## config.mk

```make
export PLATFORM = sky130hd
export DESIGN_NAME = mipsCore
export DESIGN_NICKNAME = d
export VERILOG_FILES = /design/src/common/mipsPkg.sv /design/src/common/pipeBus.sv /design/src/fetchUnit.sv /design/src/decode/regFile.sv /design/src/decode/decodeStage.sv /design/src/executeStage.sv /design/src/memoryStage.sv /design/src/pipelineControl.sv /design/src/mipsCore.sv
export VERILOG_INCLUDE_DIRS = /design/src /design/src/common
export SDC_FILE = /design/constraint.sdc
export NUM_CORES = 2
export LEC_CHECK = 0
export ABC_AREA = 0
export BUFFER_PORTS_ARGS = -buffer_cell sky130_fd_sc_hd__buf_2
export CORE_ASPECT_RATIO = 1.2
export CORE_MARGIN = 2
export CORE_UTILIZATION = 65
export DETAILED_ROUTE_END_ITERATION = 12
export PLACE_DENSITY = 0.82
export SYNTH_ARGS = -nofsm -noshare
export SYNTH_HDL_FRONTEND = slang
export SYNTH_SLANG_ARGS = --single-unit
```

## constraint.sdc

```tcl
create_clock -name clk -period 6.7 [get_ports clk]
set_input_delay 0.335 -clock clk [delete_from_list [all_inputs] [get_ports clk]]
set_output_delay 0.335 -clock clk [all_outputs]
set_load 0.005 [all_outputs]
```

## src/common/mips_macros.svh

```systemverilog
`ifndef MIPS_MACROS_SVH
`define MIPS_MACROS_SVH

// Datapath and register file sizes
`define MIPS_WORD_W       32
`define MIPS_REG_AW       5
`define MIPS_REG_COUNT    32

// First fetch address and syscall drain depth
`define MIPS_RESET_PC     32'h0000_0000
`define MIPS_DRAIN_CYCLES 2

`endif

```

## src/common/mipsPkg.sv

```systemverilog
`include "mips_macros.svh"

package mipsPkg;

    typedef logic [`MIPS_WORD_W-1:0] wordT;
    typedef logic [`MIPS_REG_AW-1:0] regAddrT;

    // --------------------
    // Instruction encodings
    // --------------------
    typedef enum logic [5:0] {
        opSpecial = 6'h00,
        opBeq     = 6'h04,
        opAddiu   = 6'h09,
        opLw      = 6'h23,
        opSw      = 6'h2b
    } opcodeT;

    // Function field of SPECIAL instructions
    typedef enum logic [5:0] {
        fnSyscall = 6'h0c,
        fnAddu    = 6'h21,
        fnSubu    = 6'h23,
        fnAnd     = 6'h24,
        fnOr      = 6'h25,
        fnSlt     = 6'h2a
    } functT;

    // --------------------
    // Internal encodings
    // --------------------
    typedef enum logic [2:0] {
        aluAdd,
        aluSub,
        aluAnd,
        aluOr,
        aluSlt
    } aluOpT;

    // Syscall sequencing
    typedef enum logic [1:0] {
        stRun,
        stDrain,
        stHalted
    } ctrlStateT;

endpackage

```

## src/common/pipeBus.sv

```systemverilog
`timescale 1ns/1ns

// Decode to execute stage register
interface idExBus;
    mipsPkg::aluOpT   aluOp;
    mipsPkg::wordT    operandA;
    mipsPkg::wordT    operandB;
    mipsPkg::wordT    storeData;
    mipsPkg::regAddrT writeReg;
    logic             regWrite;
    logic             memRead;
    logic             memWrite;
    logic             isBranch;
    mipsPkg::wordT    branchTarget;

    modport driver (
        output aluOp, operandA, operandB, storeData, writeReg, regWrite,
               memRead, memWrite, isBranch, branchTarget
    );
    modport receiver (
        input  aluOp, operandA, operandB, storeData, writeReg, regWrite,
               memRead, memWrite, isBranch, branchTarget
    );
endinterface

// Execute to memory stage register
interface exMemBus;
    mipsPkg::wordT    aluResult;
    mipsPkg::wordT    storeData;
    mipsPkg::regAddrT writeReg;
    logic             regWrite;
    logic             memRead;
    logic             memWrite;

    modport driver   (output aluResult, storeData, writeReg, regWrite, memRead, memWrite);
    modport receiver (input  aluResult, storeData, writeReg, regWrite, memRead, memWrite);
    // Decode only needs the pending destination for hazard checks
    modport monitor  (input  writeReg, regWrite);
endinterface

```

## src/fetchUnit.sv

```systemverilog
`timescale 1ns/1ns
`include "mips_macros.svh"

module fetchUnit (
    input  logic          clk,
    input  logic          arstN,
    input  logic          hazardStall,
    input  logic          freeze,
    input  logic          redirect,
    input  mipsPkg::wordT redirectPc,
    output mipsPkg::wordT instrAddress
);

    mipsPkg::wordT pc;

    // Taken branch wins over any hold
    always_ff @(posedge clk or negedge arstN) begin
        if (!arstN) begin
            pc <= `MIPS_RESET_PC;
        end else if (redirect) begin
            pc <= redirectPc;
        end else if (!(hazardStall || freeze)) begin
            pc <= pc + mipsPkg::wordT'(4);
        end
    end

    assign instrAddress = pc;

endmodule

```

## src/decode/regFile.sv

```systemverilog
`timescale 1ns/1ns
`include "mips_macros.svh"

module regFile (
    input  logic             clk,
    input  logic             arstN,
    input  mipsPkg::regAddrT readRegA,
    input  mipsPkg::regAddrT readRegB,
    input  mipsPkg::regAddrT wbReg,
    input  mipsPkg::wordT    wbData,
    input  logic             wbEn,
    output mipsPkg::wordT    readDataA,
    output mipsPkg::wordT    readDataB
);

    mipsPkg::wordT regs [`MIPS_REG_COUNT];

    always_ff @(posedge clk or negedge arstN) begin
        if (!arstN) begin
            for (int i = 0; i < `MIPS_REG_COUNT; i++) begin
                regs[i] <= '0;
            end
        end else if (wbEn && (wbReg != '0)) begin
            regs[wbReg] <= wbData;
        end
    end

    // $zero is hardwired, a same-cycle write is passed through
    assign readDataA = (readRegA == '0) ? '0 :
                       (wbEn && (wbReg == readRegA)) ? wbData : regs[readRegA];
    assign readDataB = (readRegB == '0) ? '0 :
                       (wbEn && (wbReg == readRegB)) ? wbData : regs[readRegB];

endmodule

```

## src/decode/decodeStage.sv

```systemverilog
`timescale 1ns/1ns
`include "mips_macros.svh"

module decodeStage (
    input  logic             clk,
    input  logic             arstN,
    input  mipsPkg::wordT    instr,
    input  mipsPkg::wordT    instrAddress,
    input  logic             redirect,
    input  logic             freeze,
    input  mipsPkg::regAddrT wbReg,
    input  mipsPkg::wordT    wbData,
    input  logic             wbEn,
    output logic             hazardStall,
    output logic             sysSeen,
    idExBus.driver           idEx,
    exMemBus.monitor         exMem
);

    mipsPkg::wordT    ifIdInstr;
    mipsPkg::wordT    ifIdPc;
    mipsPkg::regAddrT rs;
    mipsPkg::regAddrT rt;
    mipsPkg::regAddrT rd;
    mipsPkg::wordT    immExt;
    mipsPkg::wordT    rsData;
    mipsPkg::wordT    rtData;
    mipsPkg::aluOpT   aluOp;
    logic             useImm;
    logic             useRs;
    logic             useRt;
    logic             destIsRd;
    logic             regWrite;
    logic             memRead;
    logic             memWrite;
    logic             isBranch;
    logic             isSys;
    logic             hazA;
    logic             hazB;
    logic             bubble;

    // --------------------
    // IF/ID register
    // --------------------
    // Flushed to all zeros, which decodes as nothing
    always_ff @(posedge clk or negedge arstN) begin
        if (!arstN) begin
            ifIdInstr <= '0;
        end else if (redirect) begin
            ifIdInstr <= '0;
        end else if (!(hazardStall || freeze)) begin
            ifIdInstr <= instr;
        end
    end

    always_ff @(posedge clk) begin
        if (!(hazardStall || freeze)) begin
            ifIdPc <= instrAddress;
        end
    end

    // --------------------
    // Field decode
    // --------------------
    assign rs     = ifIdInstr[25:21];
    assign rt     = ifIdInstr[20:16];
    assign rd     = ifIdInstr[15:11];
    assign immExt = {{(`MIPS_WORD_W-16){ifIdInstr[15]}}, ifIdInstr[15:0]};

    always_comb begin
        aluOp    = mipsPkg::aluAdd;
        useImm   = 1'b0;
        useRs    = 1'b0;
        useRt    = 1'b0;
        destIsRd = 1'b0;
        regWrite = 1'b0;
        memRead  = 1'b0;
        memWrite = 1'b0;
        isBranch = 1'b0;
        isSys    = 1'b0;
        case (mipsPkg::opcodeT'(ifIdInstr[31:26]))
            mipsPkg::opSpecial: begin
                // Common R-type controls, cleared again for unknown functs
                useRs    = 1'b1;
                useRt    = 1'b1;
                destIsRd = 1'b1;
                regWrite = 1'b1;
                case (mipsPkg::functT'(ifIdInstr[5:0]))
                    mipsPkg::fnAddu: aluOp = mipsPkg::aluAdd;
                    mipsPkg::fnSubu: aluOp = mipsPkg::aluSub;
                    mipsPkg::fnAnd:  aluOp = mipsPkg::aluAnd;
                    mipsPkg::fnOr:   aluOp = mipsPkg::aluOr;
                    mipsPkg::fnSlt:  aluOp = mipsPkg::aluSlt;
                    mipsPkg::fnSyscall: begin
                        useRs    = 1'b0;
                        useRt    = 1'b0;
                        regWrite = 1'b0;
                        isSys    = 1'b1;
                    end
                    default: begin
                        useRs    = 1'b0;
                        useRt    = 1'b0;
                        regWrite = 1'b0;
                    end
                endcase
            end
            mipsPkg::opAddiu: begin
                useRs    = 1'b1;
                useImm   = 1'b1;
                regWrite = 1'b1;
            end
            mipsPkg::opLw: begin
                useRs    = 1'b1;
                useImm   = 1'b1;
                regWrite = 1'b1;
                memRead  = 1'b1;
            end
            mipsPkg::opSw: begin
                useRs    = 1'b1;
                useRt    = 1'b1;
                useImm   = 1'b1;
                memWrite = 1'b1;
            end
            mipsPkg::opBeq: begin
                useRs    = 1'b1;
                useRt    = 1'b1;
                isBranch = 1'b1;
            end
            default: ;
        endcase
    end

    regFile uRegFile (
        .clk       (clk),
        .arstN     (arstN),
        .readRegA  (rs),
        .readRegB  (rt),
        .wbReg     (wbReg),
        .wbData    (wbData),
        .wbEn      (wbEn),
        .readDataA (rsData),
        .readDataB (rtData)
    );

    // --------------------
    // RAW hazards
    // --------------------
    // Producers in execute or memory are not yet visible in the register file
    assign hazA = useRs && (rs != '0) &&
                  ((idEx.regWrite && (idEx.writeReg == rs)) ||
                   (exMem.regWrite && (exMem.writeReg == rs)));
    assign hazB = useRt && (rt != '0) &&
                  ((idEx.regWrite && (idEx.writeReg == rt)) ||
                   (exMem.regWrite && (exMem.writeReg == rt)));

    assign hazardStall = hazA || hazB;
    assign sysSeen     = isSys && !redirect && !freeze;
    assign bubble      = hazardStall || redirect || freeze || isSys;

    // --------------------
    // ID/EX register
    // --------------------
    always_ff @(posedge clk or negedge arstN) begin
        if (!arstN) begin
            idEx.regWrite <= 1'b0;
            idEx.memRead  <= 1'b0;
            idEx.memWrite <= 1'b0;
            idEx.isBranch <= 1'b0;
        end else begin
            idEx.regWrite <= regWrite && !bubble;
            idEx.memRead  <= memRead && !bubble;
            idEx.memWrite <= memWrite && !bubble;
            idEx.isBranch <= isBranch && !bubble;
        end
    end

    always_ff @(posedge clk) begin
        idEx.aluOp        <= aluOp;
        idEx.operandA     <= rsData;
        idEx.operandB     <= useImm ? immExt : rtData;
        idEx.storeData    <= rtData;
        idEx.writeReg     <= destIsRd ? rd : rt;
        idEx.branchTarget <= ifIdPc + mipsPkg::wordT'(4) + (immExt << 2);
    end

endmodule

```

## src/executeStage.sv

```systemverilog
`timescale 1ns/1ns

module executeStage (
    input  logic          clk,
    input  logic          arstN,
    output logic          redirect,
    output mipsPkg::wordT redirectPc,
    idExBus.receiver      idEx,
    exMemBus.driver       exMem
);

    mipsPkg::wordT aluResult;

    // Loads and stores reach here as aluAdd with the offset in operandB
    always_comb begin
        case (idEx.aluOp)
            mipsPkg::aluAdd: aluResult = idEx.operandA + idEx.operandB;
            mipsPkg::aluSub: aluResult = idEx.operandA - idEx.operandB;
            mipsPkg::aluAnd: aluResult = idEx.operandA & idEx.operandB;
            mipsPkg::aluOr:  aluResult = idEx.operandA | idEx.operandB;
            mipsPkg::aluSlt: begin
                aluResult = mipsPkg::wordT'($signed(idEx.operandA) < $signed(idEx.operandB));
            end
            default: aluResult = '0;
        endcase
    end

    // BEQ resolves here, younger instructions get flushed by fetch and decode
    assign redirect   = idEx.isBranch && (idEx.operandA == idEx.operandB);
    assign redirectPc = idEx.branchTarget;

    // --------------------
    // EX/MEM register
    // --------------------
    always_ff @(posedge clk or negedge arstN) begin
        if (!arstN) begin
            exMem.regWrite <= 1'b0;
            exMem.memRead  <= 1'b0;
            exMem.memWrite <= 1'b0;
        end else begin
            exMem.regWrite <= idEx.regWrite;
            exMem.memRead  <= idEx.memRead;
            exMem.memWrite <= idEx.memWrite;
        end
    end

    always_ff @(posedge clk) begin
        exMem.aluResult <= aluResult;
        exMem.storeData <= idEx.storeData;
        exMem.writeReg  <= idEx.writeReg;
    end

endmodule

```

## src/memoryStage.sv

```systemverilog
`timescale 1ns/1ns

module memoryStage (
    input  logic             clk,
    input  logic             arstN,
    input  mipsPkg::wordT    readData,
    output mipsPkg::wordT    dataAddress,
    output mipsPkg::wordT    writeData,
    output logic             memRead,
    output logic             memWrite,
    output mipsPkg::regAddrT wbReg,
    output mipsPkg::wordT    wbData,
    output logic             wbEn,
    exMemBus.receiver        exMem
);

    // Data memory answers in the same cycle
    assign dataAddress = exMem.aluResult;
    assign writeData   = exMem.storeData;
    assign memRead     = exMem.memRead;
    assign memWrite    = exMem.memWrite;

    // --------------------
    // MEM/WB register
    // --------------------
    always_ff @(posedge clk or negedge arstN) begin
        if (!arstN) begin
            wbEn <= 1'b0;
        end else begin
            wbEn <= exMem.regWrite;
        end
    end

    always_ff @(posedge clk) begin
        wbReg  <= exMem.writeReg;
        wbData <= exMem.memRead ? readData : exMem.aluResult;
    end

endmodule

```

## src/pipelineControl.sv

```systemverilog
`timescale 1ns/1ns
`include "mips_macros.svh"

module pipelineControl (
    input  logic clk,
    input  logic arstN,
    input  logic sysSeen,
    output logic freeze,
    output logic sys
);

    localparam int CountW = $clog2(`MIPS_DRAIN_CYCLES + 1);
    localparam logic [CountW-1:0] LastCount = CountW'(`MIPS_DRAIN_CYCLES - 1);

    mipsPkg::ctrlStateT state;
    logic [CountW-1:0]  drainCount;

    always_ff @(posedge clk or negedge arstN) begin
        if (!arstN) begin
            state      <= mipsPkg::stRun;
            drainCount <= '0;
        end else begin
            case (state)
                mipsPkg::stRun: begin
                    if (sysSeen) begin
                        state      <= mipsPkg::stDrain;
                        drainCount <= '0;
                    end
                end
                mipsPkg::stDrain: begin
                    // let execute and memory empty out
                    if (drainCount == LastCount) begin
                        state <= mipsPkg::stHalted;
                    end else begin
                        drainCount <= drainCount + 1'b1;
                    end
                end
                mipsPkg::stHalted: ;
                default: state <= mipsPkg::stRun;
            endcase
        end
    end

    assign freeze = (state != mipsPkg::stRun);
    assign sys    = (state == mipsPkg::stHalted);

endmodule

```

## src/mipsCore.sv

```systemverilog
`timescale 1ns/1ns

module mipsCore (
    input  logic          clk,
    input  logic          arstN,
    output mipsPkg::wordT instrAddress,
    input  mipsPkg::wordT instr,
    output mipsPkg::wordT dataAddress,
    output logic          memRead,
    output logic          memWrite,
    output mipsPkg::wordT writeData,
    input  mipsPkg::wordT readData,
    output logic          sys
);

    logic             redirect;
    mipsPkg::wordT    redirectPc;
    logic             hazardStall;
    logic             sysSeen;
    logic             freeze;
    mipsPkg::regAddrT wbReg;
    mipsPkg::wordT    wbData;
    logic             wbEn;

    idExBus  idEx ();
    exMemBus exMem ();

    fetchUnit uFetch (
        .clk          (clk),
        .arstN        (arstN),
        .hazardStall  (hazardStall),
        .freeze       (freeze),
        .redirect     (redirect),
        .redirectPc   (redirectPc),
        .instrAddress (instrAddress)
    );

    decodeStage uDecode (
        .clk          (clk),
        .arstN        (arstN),
        .instr        (instr),
        .instrAddress (instrAddress),
        .redirect     (redirect),
        .freeze       (freeze),
        .wbReg        (wbReg),
        .wbData       (wbData),
        .wbEn         (wbEn),
        .hazardStall  (hazardStall),
        .sysSeen      (sysSeen),
        .idEx         (idEx.driver),
        .exMem        (exMem.monitor)
    );

    executeStage uExecute (
        .clk        (clk),
        .arstN      (arstN),
        .redirect   (redirect),
        .redirectPc (redirectPc),
        .idEx       (idEx.receiver),
        .exMem      (exMem.driver)
    );

    memoryStage uMemory (
        .clk         (clk),
        .arstN       (arstN),
        .readData    (readData),
        .dataAddress (dataAddress),
        .writeData   (writeData),
        .memRead     (memRead),
        .memWrite    (memWrite),
        .wbReg       (wbReg),
        .wbData      (wbData),
        .wbEn        (wbEn),
        .exMem       (exMem.receiver)
    );

    pipelineControl uControl (
        .clk     (clk),
        .arstN   (arstN),
        .sysSeen (sysSeen),
        .freeze  (freeze),
        .sys     (sys)
    );

endmodule

```

==> run metrics <==
starting density of the core=65.5%; Resize count post-CTS=0; number of register bits inferred by synthesis=1374; total clock buffers created by CTS=135; GR met1 Demand/Resource=46.5%; most frequent cell after synthesis=dfrtp_1; required time at the endpoint of the critical path=7350 ps; core area=0.109 sq mm; sequential cell area fraction in the yosys report=46.6%; Ant. Diodes=0; HPWL after detailed placement=approximately 120 mm; Die ar.=0.113 sq mm; final count of hold timing violations=0; floorplan die width=307 um; pre-CTS setup slack=2030 ps; max cap viols=0; final worst slack=1980 ps; Final Cycle Share=70.4%; GR Layer Usage met2=between 50% and 60%; count of yosys warnings during synthesis=0; largest voltage drop on the vdd net=249 uV; unrepaired setup endpoints after global routing=no; Reg with most FFs=uDecode.uRegFile.regs; count of nets left with antenna violations after detail routing=0; Post-Route Skew=between 40 and 50 ps; sum of overflow across all layers after global routing=0; Num Clock Sinks=1374; die height=about 370 um; area overhead of the layout relative to synthesis=9.69%; Post-DP Area=approximately 0.073 sq mm; R2R depth=10; total I/O pin count=165; share of synthesized flip-flops with an asynchronous set or reset=80.1%; crit start category=register; grt met3 use=9.00%; kind of critical path=register to register; fin crit period=about 4700 ps; Tot GR Track Use=about 36%; post-synthesis cell type with the largest combined area=dfrtp_1; 1st-iter DRT viols=approximately 5000; CTS tree=done; CP Capture Type=register; detailed-route vias per instance=7.09; core utilization of the finished layout=~70%; drt first pass iters=6; routed wire length per instance=30.1 um; wire length after detailed routing=201 mm; count of mapped cells out of synthesis=5162; relative max-transition margin=a little under 8%; Finish-stage setup viols=0; number of flip-flops under the largest register name=1024; Most used DFF post-synth=dfrtp_1; FP Rows=~130; vias in the first global route=48856; initial antenna violation count=6; data arrival time of the critical path=5370 ps; number of flops mapped to enable cells by yosys=32; class of the tightest hold or removal check=input port to asynchronous set/reset pin; Max Fanout on Critical Path=36; leakage=36.0 nW; placed cells=roughly 6400; clock root buffer master=clkbuf_16; level count of the clock H-tree=4; DRC violations left=0; fraction of final layout cells sized beyond drive strength 1=41.8%; final-report max-slew violation count=0; peak-usage layer in the global routing report=met2; maximum number of pins on one net before global-route repair=184; RD Place Congestion=1.03; post-route cell area=0.0785 sq mm; Port Buffer Count=around 160; status=finished, final reports clean; pwr/cell area=244 mW/mm^2; clock-pin transition on the worst setup and hold timing paths=~70 ps; routed vias=47286; worst skew pair latency=780 ps; number of distinct library cells after synthesis=74; buffers from clock root to sink, at most=3; top-area cell type share of the netlist area=38.5%; ranking of synthesized cells by instance count=dfrtp_1, mux2_2, mux4_2, clkbuf_1, dfxtp_1; wire length of the first global-routing pass=slightly above 300 mm; setup total negative slack=0 ps; Post-Synthesis Cell Area=0.0716 sq mm; Mapped Avg Cell Area=13.9 sq um; number of inserted filler cells in the final layout=approximately 6700; fin cells=6665; Synth Net Count=5386; transition time at the pin with the least slew margin=1380 ps; highest achievable clock rate=0.212 GHz; Synth area leaders=dfrtp_1, mux4_2, mux2_2; final-stage net count=5370
==> per-stage QoR <==
stage / hold WS, ps / total power, mW
6_report: 226 / 19.1
5_1_grt: 297 / 19.7
4_1_cts: 225 / 19.1
3_5_place_dp: 315 / 11.4
3_3_place_gp: 314 / 11.3
2_1_floorplan: 39.4 / 10.5
==> kinds of logic (layout without fill, tap and decap cells) <==
kind of cell / after synthesis / in the layout / share of synthesized area [%]
multiplexers: 1775 / 1775 / 37.2
flip-flops: 1374 / 1374 / 46.6
buffers and inverters: 612 / 698 / 3.37
AND/OR/NAND/NOR: 596 / 596 / 3.95
AO/OA/AOI/OAI: 537 / 537 / 4.74
adder cells (fa/ha/maj): 158 / 158 / 2.79
XOR/XNOR: 110 / 110 / 1.35
==> what timing repair did <==
item	4_1_cts	5_1_grt
buffers inserted	0	0
hold endpoints to repair	147	0
hold buffers	65	0
==> worst max-delay path: stages, from the launching register on <==
cell     delay, ps
dfrtp_4        720
or4_4          630
nor2_4         850
a21oi_1        120
a211o_1        380
or2_2          330
inv_2          510
buf_4          510
nand2_1        140
xnor2_1        140
mux2_2         260
==> final cells by class <==
type,instances,area (sq um),area share [%]
inverters,134,503,0.641
clock buffers,194,4020,5.12
flip-flops and latches,1374,33400,42.5
multi-input cells,3176,36000,45.9
well taps,1417,1770,2.26
repair buffers,325,2300,2.93
clock inverters,45,517,0.658
==> path summary, 6_finish.rpt <==
check	startpoint	end	slack [ps]
worst max-delay path	uDecode.ifIdInstr[22]	uFetch.instrAddress[4]	1980
worst min-delay path	arstN	uDecode.uRegFile.regs[488]	230
worst max register to register	uDecode.ifIdInstr[22]	uFetch.instrAddress[4]	1980
worst min register to register	uDecode.idEx.storeData[26]	uExecute.exMem.storeData[26]	320
max in group asynchronous	arstN	uDecode.uRegFile.regs[696]	4910
min in group clk	readData[16]	uMemory.wbData[16]	320
==> where the power goes <==
part / internal (mW) / leakage (nW) / switching [mW] / total (mW)
registers: 8.62 / 17.6 / 0.401 / 9.02
clock network: 4.50 / 2.23 / 3.33 / 7.83
logic: 0.924 / 16.1 / 1.36 / 2.28
==> placed cells by master (no fill, tap or decap), types with 60 or more instances in the layout <==
cell type / synthesis / final
a211oi_1: 109 / 109
a21oi_1: 197 / 197
buf_2: 80 / 163
buf_4: 4 / 88
clkbuf_16: 0 / 143
dfrtp_1: 1100 / 1089
dfxtp_1: 242 / 241
dlygate4sd3_1: 0 / 65
ha_1: 155 / 155
inv_1: 131 / 130
mux2_2: 1047 / 1047
mux2i_1: 122 / 122
mux4_2: 606 / 606
nand2_1: 138 / 123
nor2_1: 228 / 211
o21ai_0: 77 / 77
xnor2_1: 60 / 60
==> layer usage <==
layer	wire (um)	vias to the layer above
li1	-	19331
met1	72800	24574
met2	95100	2732
met3	20800	647
met4	11800	2
met5	20	-
Power figures use the tool's default switching activity.
